[src/glay_mem_pkg.sv]
package glay_mem_pkg;

  // --------------------
  // Channel dimensions
  // --------------------
  parameter int MAX_REQUESTORS = 8;
  parameter int ADDR_WIDTH     = 8;
  parameter int DATA_WIDTH     = 32;

  // --------------------
  // Request opcode
  // --------------------
  typedef enum logic {
    MEM_OP_READ  = 1'b0,
    MEM_OP_WRITE = 1'b1
  } mem_op_t;

  // One bit per requestor, all low bits set for a broadcast
  typedef logic [MAX_REQUESTORS-1:0] route_t;

  // --------------------
  // Request packet
  // --------------------
  // 1 + 1 + 8 + 32 + 8 = 50 bits
  typedef struct packed {
    mem_op_t               op;
    logic                  broadcast;
    logic [ADDR_WIDTH-1:0] address;
    logic [DATA_WIDTH-1:0] data;
    route_t                route;
  } mem_request_t;

  // --------------------
  // Response packet
  // --------------------
  // 8 + 8 + 32 = 48 bits, buffered and fanned out by the distributor
  typedef struct packed {
    route_t                route;
    logic [ADDR_WIDTH-1:0] address;
    logic [DATA_WIDTH-1:0] data;
  } mem_response_t;

endpackage : glay_mem_pkg
[src/response_distributor.sv]
`timescale 1ns/1ps

module response_distributor #(
  parameter int NUM_REQUESTORS   = 4,
  parameter int FIFO_WRITE_DEPTH = 16,
  parameter int PROG_THRESH      = 10
) (
  input  logic                        ap_clk,
  input  logic                        areset_control,
  input  logic                        response_in_valid,
  input  glay_mem_pkg::mem_response_t response_in,
  input  logic [NUM_REQUESTORS-1:0]   response_rd_en,
  output logic [NUM_REQUESTORS-1:0]   response_valid,
  output glay_mem_pkg::mem_response_t response_out,
  output logic                        fifo_setup_signal,
  output logic                        response_full,
  output logic                        response_empty,
  output logic                        response_prog_full
);

  import glay_mem_pkg::*;

  // --------------------
  // Input stage
  // --------------------
  mem_response_t response_in_reg;
  logic          response_in_valid_reg;

  // --------------------
  // Response FIFO
  // --------------------
  mem_response_t             fifo_dout;
  logic                      fifo_wr_en;
  logic                      fifo_rd_en;
  logic                      fifo_full;
  logic                      fifo_empty;
  logic                      fifo_valid;
  logic                      fifo_prog_full;
  logic                      fifo_wr_rst_busy;
  logic                      fifo_rd_rst_busy;

  // --------------------
  // Read enable masking
  // --------------------
  logic [NUM_REQUESTORS-1:0] head_route;
  logic [NUM_REQUESTORS-1:0] rd_en_reg;
  logic [NUM_REQUESTORS-1:0] rd_mask_int;
  logic [NUM_REQUESTORS-1:0] rd_mask_reg;
  logic                      head_ready;

  always_ff @(posedge ap_clk) begin
    if (areset_control) begin
      response_in_valid_reg <= 1'b0;
    end else begin
      response_in_valid_reg <= response_in_valid;
    end
  end

  always_ff @(posedge ap_clk) begin
    response_in_reg <= response_in;
  end

  always_ff @(posedge ap_clk) begin
    if (areset_control) begin
      rd_en_reg   <= '0;
      rd_mask_reg <= '0;
    end else begin
      rd_en_reg   <= response_rd_en;
      rd_mask_reg <= rd_mask_int;
    end
  end

  assign head_route  = fifo_dout.route[NUM_REQUESTORS-1:0];
  // No mask builds up without a head
  assign rd_mask_int = rd_en_reg & head_route & {NUM_REQUESTORS{fifo_valid}};

  // Every routed requestor must be reading before the head leaves
  assign head_ready = (rd_mask_reg == head_route);

  // Unrouted answers have nobody to go to
  assign fifo_wr_en = response_in_valid_reg & (|response_in_reg.route[NUM_REQUESTORS-1:0]);
  assign fifo_rd_en = fifo_valid & head_ready;

  sync_fifo #(
    .payload_t  (mem_response_t),
    .DEPTH      (FIFO_WRITE_DEPTH),
    .PROG_THRESH(PROG_THRESH)
  ) u_response_fifo (
    .ap_clk        (ap_clk),
    .areset_control(areset_control),
    .din           (response_in_reg),
    .wr_en         (fifo_wr_en),
    .rd_en         (fifo_rd_en),
    .dout          (fifo_dout),
    .full          (fifo_full),
    .empty         (fifo_empty),
    .valid         (fifo_valid),
    .prog_full     (fifo_prog_full),
    .wr_rst_busy   (fifo_wr_rst_busy),
    .rd_rst_busy   (fifo_rd_rst_busy)
  );

  // --------------------
  // Fan out
  // --------------------
  always_ff @(posedge ap_clk) begin
    if (areset_control) begin
      response_valid <= '0;
    end else begin
      response_valid <= fifo_rd_en ? head_route : '0;
    end
  end

  always_ff @(posedge ap_clk) begin
    if (fifo_rd_en) begin
      response_out <= fifo_dout;
    end
  end

  // Setup level and status
  always_ff @(posedge ap_clk) begin
    if (areset_control) begin
      fifo_setup_signal  <= 1'b1;
      response_full      <= 1'b0;
      response_empty     <= 1'b1;
      response_prog_full <= 1'b0;
    end else begin
      fifo_setup_signal  <= fifo_wr_rst_busy | fifo_rd_rst_busy;
      response_full      <= fifo_full;
      response_empty     <= fifo_empty;
      response_prog_full <= fifo_prog_full;
    end
  end

endmodule : response_distributor

[src/sync_fifo.sv]
`timescale 1ns/1ps

module sync_fifo #(
  parameter type payload_t   = logic [31:0],
  parameter int  DEPTH       = 16,
  parameter int  PROG_THRESH = 10
) (
  input  logic     ap_clk,
  input  logic     areset_control,
  input  payload_t din,
  input  logic     wr_en,
  input  logic     rd_en,
  output payload_t dout,
  output logic     full,
  output logic     empty,
  output logic     valid,
  output logic     prog_full,
  output logic     wr_rst_busy,
  output logic     rd_rst_busy
);

  localparam int PTR_W             = (DEPTH > 1) ? $clog2(DEPTH) : 1;
  localparam int CNT_W             = $clog2(DEPTH + 1);
  localparam int RESET_BUSY_CYCLES = 4;

  payload_t         fifo_mem [DEPTH];
  logic [PTR_W-1:0] wr_ptr;
  logic [PTR_W-1:0] rd_ptr;
  logic [CNT_W-1:0] count;
  logic [2:0]       busy_count;
  logic             busy;
  logic             do_write;
  logic             do_read;

  // --------------------
  // Reset busy window
  // --------------------
  always_ff @(posedge ap_clk) begin
    if (areset_control) begin
      busy_count <= 3'(RESET_BUSY_CYCLES);
    end else if (busy_count != 3'd0) begin
      busy_count <= busy_count - 3'd1;
    end
  end

  assign busy        = (busy_count != 3'd0);
  assign wr_rst_busy = busy;
  assign rd_rst_busy = busy;

  // Requests are dropped while busy or at the limits
  assign do_write = wr_en & ~full & ~busy;
  assign do_read  = rd_en & ~empty & ~busy;

  // --------------------
  // Pointers and count
  // --------------------
  always_ff @(posedge ap_clk) begin
    if (areset_control) begin
      wr_ptr <= '0;
      rd_ptr <= '0;
      count  <= '0;
    end else begin
      if (do_write) begin
        wr_ptr <= (wr_ptr == PTR_W'(DEPTH - 1)) ? '0 : wr_ptr + 1'b1;
      end
      if (do_read) begin
        rd_ptr <= (rd_ptr == PTR_W'(DEPTH - 1)) ? '0 : rd_ptr + 1'b1;
      end
      case ({do_write, do_read})
        2'b10:   count <= count + 1'b1;
        2'b01:   count <= count - 1'b1;
        default: count <= count;
      endcase
    end
  end

  // Storage
  always_ff @(posedge ap_clk) begin
    if (do_write) begin
      fifo_mem[wr_ptr] <= din;
    end
  end

  // First word falls through, head shown without a read
  assign dout      = fifo_mem[rd_ptr];
  assign empty     = (count == '0);
  assign full      = (count == CNT_W'(DEPTH));
  assign valid     = ~empty;
  assign prog_full = (count >= CNT_W'(PROG_THRESH));

endmodule : sync_fifo

[config.mk]
export PLATFORM = sky130hd
export DESIGN_NAME = response_distributor
export DESIGN_NICKNAME = d
export VERILOG_FILES = /design/src/glay_mem_pkg.sv /design/src/response_distributor.sv /design/src/sync_fifo.sv
export SDC_FILE = /design/constraint.sdc
export NUM_CORES = 1
export LEC_CHECK = 0
export ABC_AREA = 1
export BUFFER_PORTS_ARGS = -buffer_cell sky130_fd_sc_hd__buf_2
export CORE_MARGIN = 3
export CORE_UTILIZATION = 41
export CTS_BUF_LIST = sky130_fd_sc_hd__clkbuf_8
export CTS_CLUSTER_DIAMETER = 100
export DETAILED_ROUTE_END_ITERATION = 8
export MAX_ROUTING_LAYER = met4
export PLACE_DENSITY_LB_ADDON = 0.05
export SYNTH_ARGS = -nofsm -noshare
export SYNTH_HDL_FRONTEND = slang
export SYNTH_SLANG_ARGS = --single-unit
[constraint.sdc]
create_clock -name ap_clk -period 6.9 [get_ports ap_clk]
set_clock_uncertainty 0.05 [all_clocks]
set_input_delay 0 -clock ap_clk [delete_from_list [all_inputs] [get_ports ap_clk]]
set_output_delay 0 -clock ap_clk [all_outputs]
set_load 0.05 [all_outputs]
# Yosys cells after proc, flatten, opt, wreduce, memory -nomap -nowiden
# Memories as Yosys holds them, arrays and structs flattened. A register that Yosys moved wholly into a read port is not among the register bits.
# Cells that the tools add are included.
[totals] out_inout_bits=56 romBits=0 elab_cells=55 reg_bits=129 input_bits=55 ramBits=768 latchBits=0 mem_count=1
[classes] n_lt_le_gt_ge=1 eq_ne=6 div=0 n_shift=0 n_addsub=5 bitwise_logic=12 mul=0 reduce_logical=5 muxes=7
[mem_list] memory="u_response_fifo.fifo_mem" words=16 word_bits=48 rd=1 rd_ports_with_merged_regs=1 wr=1 line="sync_fifo.sv:26" text="payload_t fifo_mem [DEPTH];"
[ops] op="$mux 4" n=4
[ops] op="$pmux 5 s2" n=1
[ops] op="$add 4x1->4 const B" n=2
[ops] op="$and 4x4->4" n=2
[ops] op="$eq 4x4->1 const B" n=2
[ops] op="$and 1x1->1" n=6
[ops] op="$add 5x1->5 const B" n=1
[ops] op="$eq 5x5->1 const B" n=1
[ops] op="$ge 5x4->1 const B" n=1
[ops] op="$logic_not 5->1" n=1
[ops] op="$sub 5x1->5 const B" n=1
[ops] op="$eq 4x4->1" n=1
[ops] op="$not 1->1" n=4
[ops] op="$reduce_or 4->1" n=1
[ops] op="$reduce_bool 3->1" n=1
[ops] op="$sub 3x1->3 const B" n=1
[ops] op="$eq 2x1->1 const B" n=1
[ops] op="$eq 2x2->1 const B" n=1
[ops] op="$mux 1" n=2
[ops] op="$reduce_bool 2->1" n=1
[ops] op="$reduce_or 2->1" n=1

# Depth between registers and ports, before layout
[logic_depth] ltp_word=7 depth_mapped=23 mapped_depth_nobuf=22

# By module
# From an unflattened synthesis, not the netlist that was laid out.
[unflattened] hier_cells=2759 hier_area_um2=35260.1
[modules_own_cells] module="sync_fifo" cells_per_inst=2586 area_per_inst_um2=32272.2 seq_area_each_um2=23462.5 instances=1
[modules_own_cells] module="response_distributor" cells_per_inst=173 area_per_inst_um2=2987.9 seq_area_each_um2=2742.6 instances=1

# Least setup slack after synthesis
# No wires, ideal clock.
[synth_timing] path_kind="register to register" from="register u_response_fifo.busy_count[0]" to="memory u_response_fifo.fifo_mem[7][0] in the netlist's numbering, enable pin" synth_period_minus_slack_ps=5322 required_time_ps=6337 path_stages_with_launch=11 t_arrival_ps=4759 path_buffers=0 setup_slack_ps=1578 path_cell_list="dfxtp_1 > inv_1 > ha_1 > inv_1 > nor2_1 > inv_1 > nor2_1 > nand3_1 > inv_1 > nand2_1 > nor3_1"
[synth_between] elab_chain_len=5
[synth_rtl] element="from (decl)" line="sync_fifo.sv:30" text="logic [2:0] busy_count;"
[synth_rtl] element="from (signal assigned)" line="sync_fifo.sv:40" text="busy_count <= 3'(RESET_BUSY_CYCLES);"
[synth_rtl] element="from (signal assigned)" line="sync_fifo.sv:42" text="busy_count <= busy_count - 3'd1;"
[synth_rtl] element="$reduce_bool 3->1" line="sync_fifo.sv:46" text="assign busy = (busy_count != 3'd0);"
[synth_rtl] element="$not 1->1" line="sync_fifo.sv:51" text="assign do_write = wr_en & ~full & ~busy;"
[synth_rtl] element="$and 1x1->1" line="sync_fifo.sv:51"
[synth_rtl] element="$mux 1" line="sync_fifo.sv:79" text="if (do_write) begin"
[synth_rtl] element="$mux 1 (not written as such)" line="sync_fifo.sv:80" text="fifo_mem[wr_ptr] <= din;"
[synth_rtl] element="to (decl)" line="sync_fifo.sv:26"
# Every way passes these cells.

==> results.py <==
metrics = {
    "finish": {
        "drive_gt1_share_pct": 13.7,
        "instances_no_fill": 3865,
        "final_nets": 2735,
        "fillers": 7143,
        "area_growth_pct": 17.1,
        "fin_util_pct": 48.7,
        "fin_area_um2": 39500,
        "layout_common_cells": "edfxtp_1, nor2_1, o21ai_0",
        "layout_commonest_cell": "edfxtp_1",
        "largest_register_ffs": 768,
    },
    "sta": {
        "holdWs_ns": 0.323,
        "relSlewSlack_pct": 16.3,
        "worstMarginPinSlew_ns": 1.26,
        "rsz0062_at_grt": "false",
        "worst_slack_ns": 2.78,
        "fin_crit_ns": 4.12,
        "fin_crit_sh_pct": 59.7,
        "fmax_mhz": 243,
        "finalHoldViolations": 0,
        "slew_violations": 0,
        "setup_violations": 0,
        "timing.setup.tns_ns": 0,
    },
    "global_route": {
        "grt_first_pass_wirelength_mm": 135,
        "gr-usage-all-layers_pct": 21.5,
        "antenna_found_initial": 1,
        "grt_max_degree": 168,
        "first_global_vias": 21500,
        "grt_remaining_overflow": 0,
    },
    "place": {
        "dp_slack_ns": 2.76,
        "io_buffers": 110,
        "dp.cells": 3456,
        "globalplace.congestion": 0.753,
        "placed_area_um2": 35300,
        "dp_hpwl_mm": 43.9,
    },
    "setup_path": {
        "cpPeakStageDelay_ns": 0.81,
        "path_buf_inv": 5,
        "critical_path_cell_count": 21,
        "r2r_cells": 21,
        "crit_family": "buffers and inverters",
        "crit_end": "u_response_fifo.count[4]",
        "worst_path_most_repeated_cell": "inv_1",
        "crit_fanout": 89,
        "reg2reg_slack_ns": 2.78,
        "path_cells": "buf_4 -> nand2_1 -> nand2_1 -> nand2_1 -> nand3_1 -> nand3_2 -> nand3_1 -> nand3_1 -> nor2_4 -> nand3_4 -> inv_1 -> ha_1 -> inv_1 -> fa_1 -> inv_1 -> a31oi_1 -> inv_1 -> o21ai_0 -> a21oi_1 -> o21ai_0 -> a21oi_1",
        "crit_path_end_kind": "flop",
        "worstSetupPathType": "flop to flop",
        "reg2reg_to": "u_response_fifo.count[4]",
        "arrival_ns": 4.78,
        "crit_path_start_kind": "flop",
        "cpMaxStageDelayCell": "buf_4",
        "crit_required_ns": 7.56,
    },
    "clock_tree": {
        "ctsHoldBuffers": 114,
        "cts_tree": "built",
        "cts_root_buf": "clkbuf_8",
        "clk_latency_ns": 0.79,
        "cts.sinks": 901,
        "clk_pin_slew_ns": 0.06,
        "ctsResizeCount": 0,
        "htree_levels": 4,
        "numCtsBuffers": 156,
        "cts_setup_buffers": 0,
        "cts_buffer_depth": 3,
    },
    "power_and_ir_drop": {
        "powerDensity_nw_per_um2": 278,
        "total_power_mw": 11.0,
        "peakVddDrop_v": 0.000166,
        "total_leakage_power_nw": 13.5,
    },
    "synthesis": {
        "ys_seq_area_share_pct": 77.7,
        "synth.distinct_cells": 34,
        "syn_inst": 2413,
        "ys_warn_count": 0,
        "synth_nets": 2480,
        "synth_area_um2": 33700,
        "synth_seq_cells": 901,
        "syn_avg_cell_area_um2": 14.0,
    },
    "worst_hold_path": {
        "hold_class": "primary input to flop",
    },
    "job": {
        "cap_viol_max_count": 0,
    },
    "die": {
        "start_util_pct": 41.6,
        "ios": 111,
        "core_um2": 81100,
        "chipWidth_um": 293,
        "rows": 104,
        "die_area_um2": 85800,
        "die_h_um": 293,
    },
    "route": {
        "wl_mm": 89.8,
        "wire_per_inst_um": 23.2,
        "drtIter0Drc": 1517,
        "ant_nets": 0,
        "drc": 0,
        "drt_first_pass_iters": 5,
        "via_per_inst": 5.42,
        "route.vias.total": 21000,
    },
    "run_status": {
        "status": "finished, final reports clean",
    },
}
## tightest hold or removal path, stage by stage
cell	delay, ns
dlygate4sd3_1	0.52
buf_2	0.09
dlygate4sd3_1	0.53
## layer usage
| layer | vias up | share of wire (%) | GRT usage (%) |
|---|---|---|---|
| li1 | 9599 | - | - |
| met1 | 10600 | 45 | 29.1 |
| met2 | 626 | 47 | 33.2 |
| met3 | 124 | 5.9 | 4.17 |
| met4 | 0 | 1.7 | 6.36 |
| met5 | - | 0 | - |
## area by class of cell
type	instances	area [um^2]	share of cell area (%)
inverters	65	255	0.646
diodes	2	5.00	0.0127
flip-flops and latches	901	26200	66.4
clock buffers	174	2390	6.06
well taps	1060	1330	3.36
multi-input cells	1289	6750	17.1
repair buffers	255	1920	4.87
clock inverters	119	626	1.58
## synth_stat cells
| cell type | instances | share of area [%] |
|---|---|---|
| inv_2 | 3 | 0.033 |
| nand4_1 | 2 | 0.037 |
| a21oi_1 | 13 | 0.19 |
| nor3_1 | 2 | 0.030 |
| a21oi_2 | 4 | 0.10 |
| or4_1 | 1 | 0.022 |
| buf_6 | 4 | 0.13 |
| nor2_4 | 2 | 0.067 |
| xnor2_1 | 3 | 0.078 |
| dfxtp_1 | 85 | 5.0 |
| nand2_1 | 155 | 1.7 |
| buf_1 | 9 | 0.10 |
| o211ai_1 | 52 | 1.2 |
| clkbuf_1 | 125 | 1.4 |
| a31oi_1 | 1 | 0.019 |
| o21ai_0 | 369 | 5.5 |
| o21ai_1 | 2 | 0.030 |
| buf_4 | 5 | 0.11 |
| nand2_4 | 1 | 0.033 |
| inv_1 | 61 | 0.68 |
| nand3_2 | 7 | 0.21 |
| o221ai_1 | 129 | 3.3 |
| fa_1 | 1 | 0.059 |
| nand2_2 | 5 | 0.093 |
| a211oi_1 | 2 | 0.044 |
| nand3_1 | 76 | 1.1 |
| nor2_1 | 402 | 4.5 |
| nand3_4 | 1 | 0.052 |
| clkinv_1 | 1 | 0.011 |
| ha_1 | 11 | 0.41 |
| nor4_1 | 1 | 0.019 |
| o22ai_1 | 47 | 0.87 |
| edfxtp_1 | 816 | 73 |
| buf_2 | 15 | 0.22 |
## power by group
group	internal (mW)	total, mW	leakage, nW	switching, mW
sequential	6.00	6.09	8.04	0.0865
combinational	0.106	0.257	3.65	0.151
clock	2.47	4.64	1.77	2.16
total	8.58	11.0	13.5	2.40
## how the worst min path moves through the flow
stage	from	endpoint	cells after the start
6_report	response_in[22]	response_in_reg[22]	3
5_1_grt	response_in[13]	response_in_reg[13]	3
4_1_cts	response_in[14]	response_in_reg[14]	3
3_5_place_dp	response_in[4]	response_in_reg[4]	1
3_3_place_gp	response_in[5]	response_in_reg[5]	1
2_1_floorplan	response_in[0]	response_in_reg[0]	0
## cells by family (layout without fill, tap and decap cells)
kind of cell             count (synthesis)  count (layout)  share of synthesized area, %
adder cells (fa/ha/maj)                 12              12                         0.467
flip-flops                             901             901                          77.7
other                                    0               2                             0
XOR/XNOR                                 3               3                        0.0779
AND/OR/NAND/NOR                        655             655                          7.88
buffers and inverters                  223             613                          2.68
AO/OA/AOI/OAI                          619             619                          11.2
Note: power is estimated with default switching activity, not from simulation.
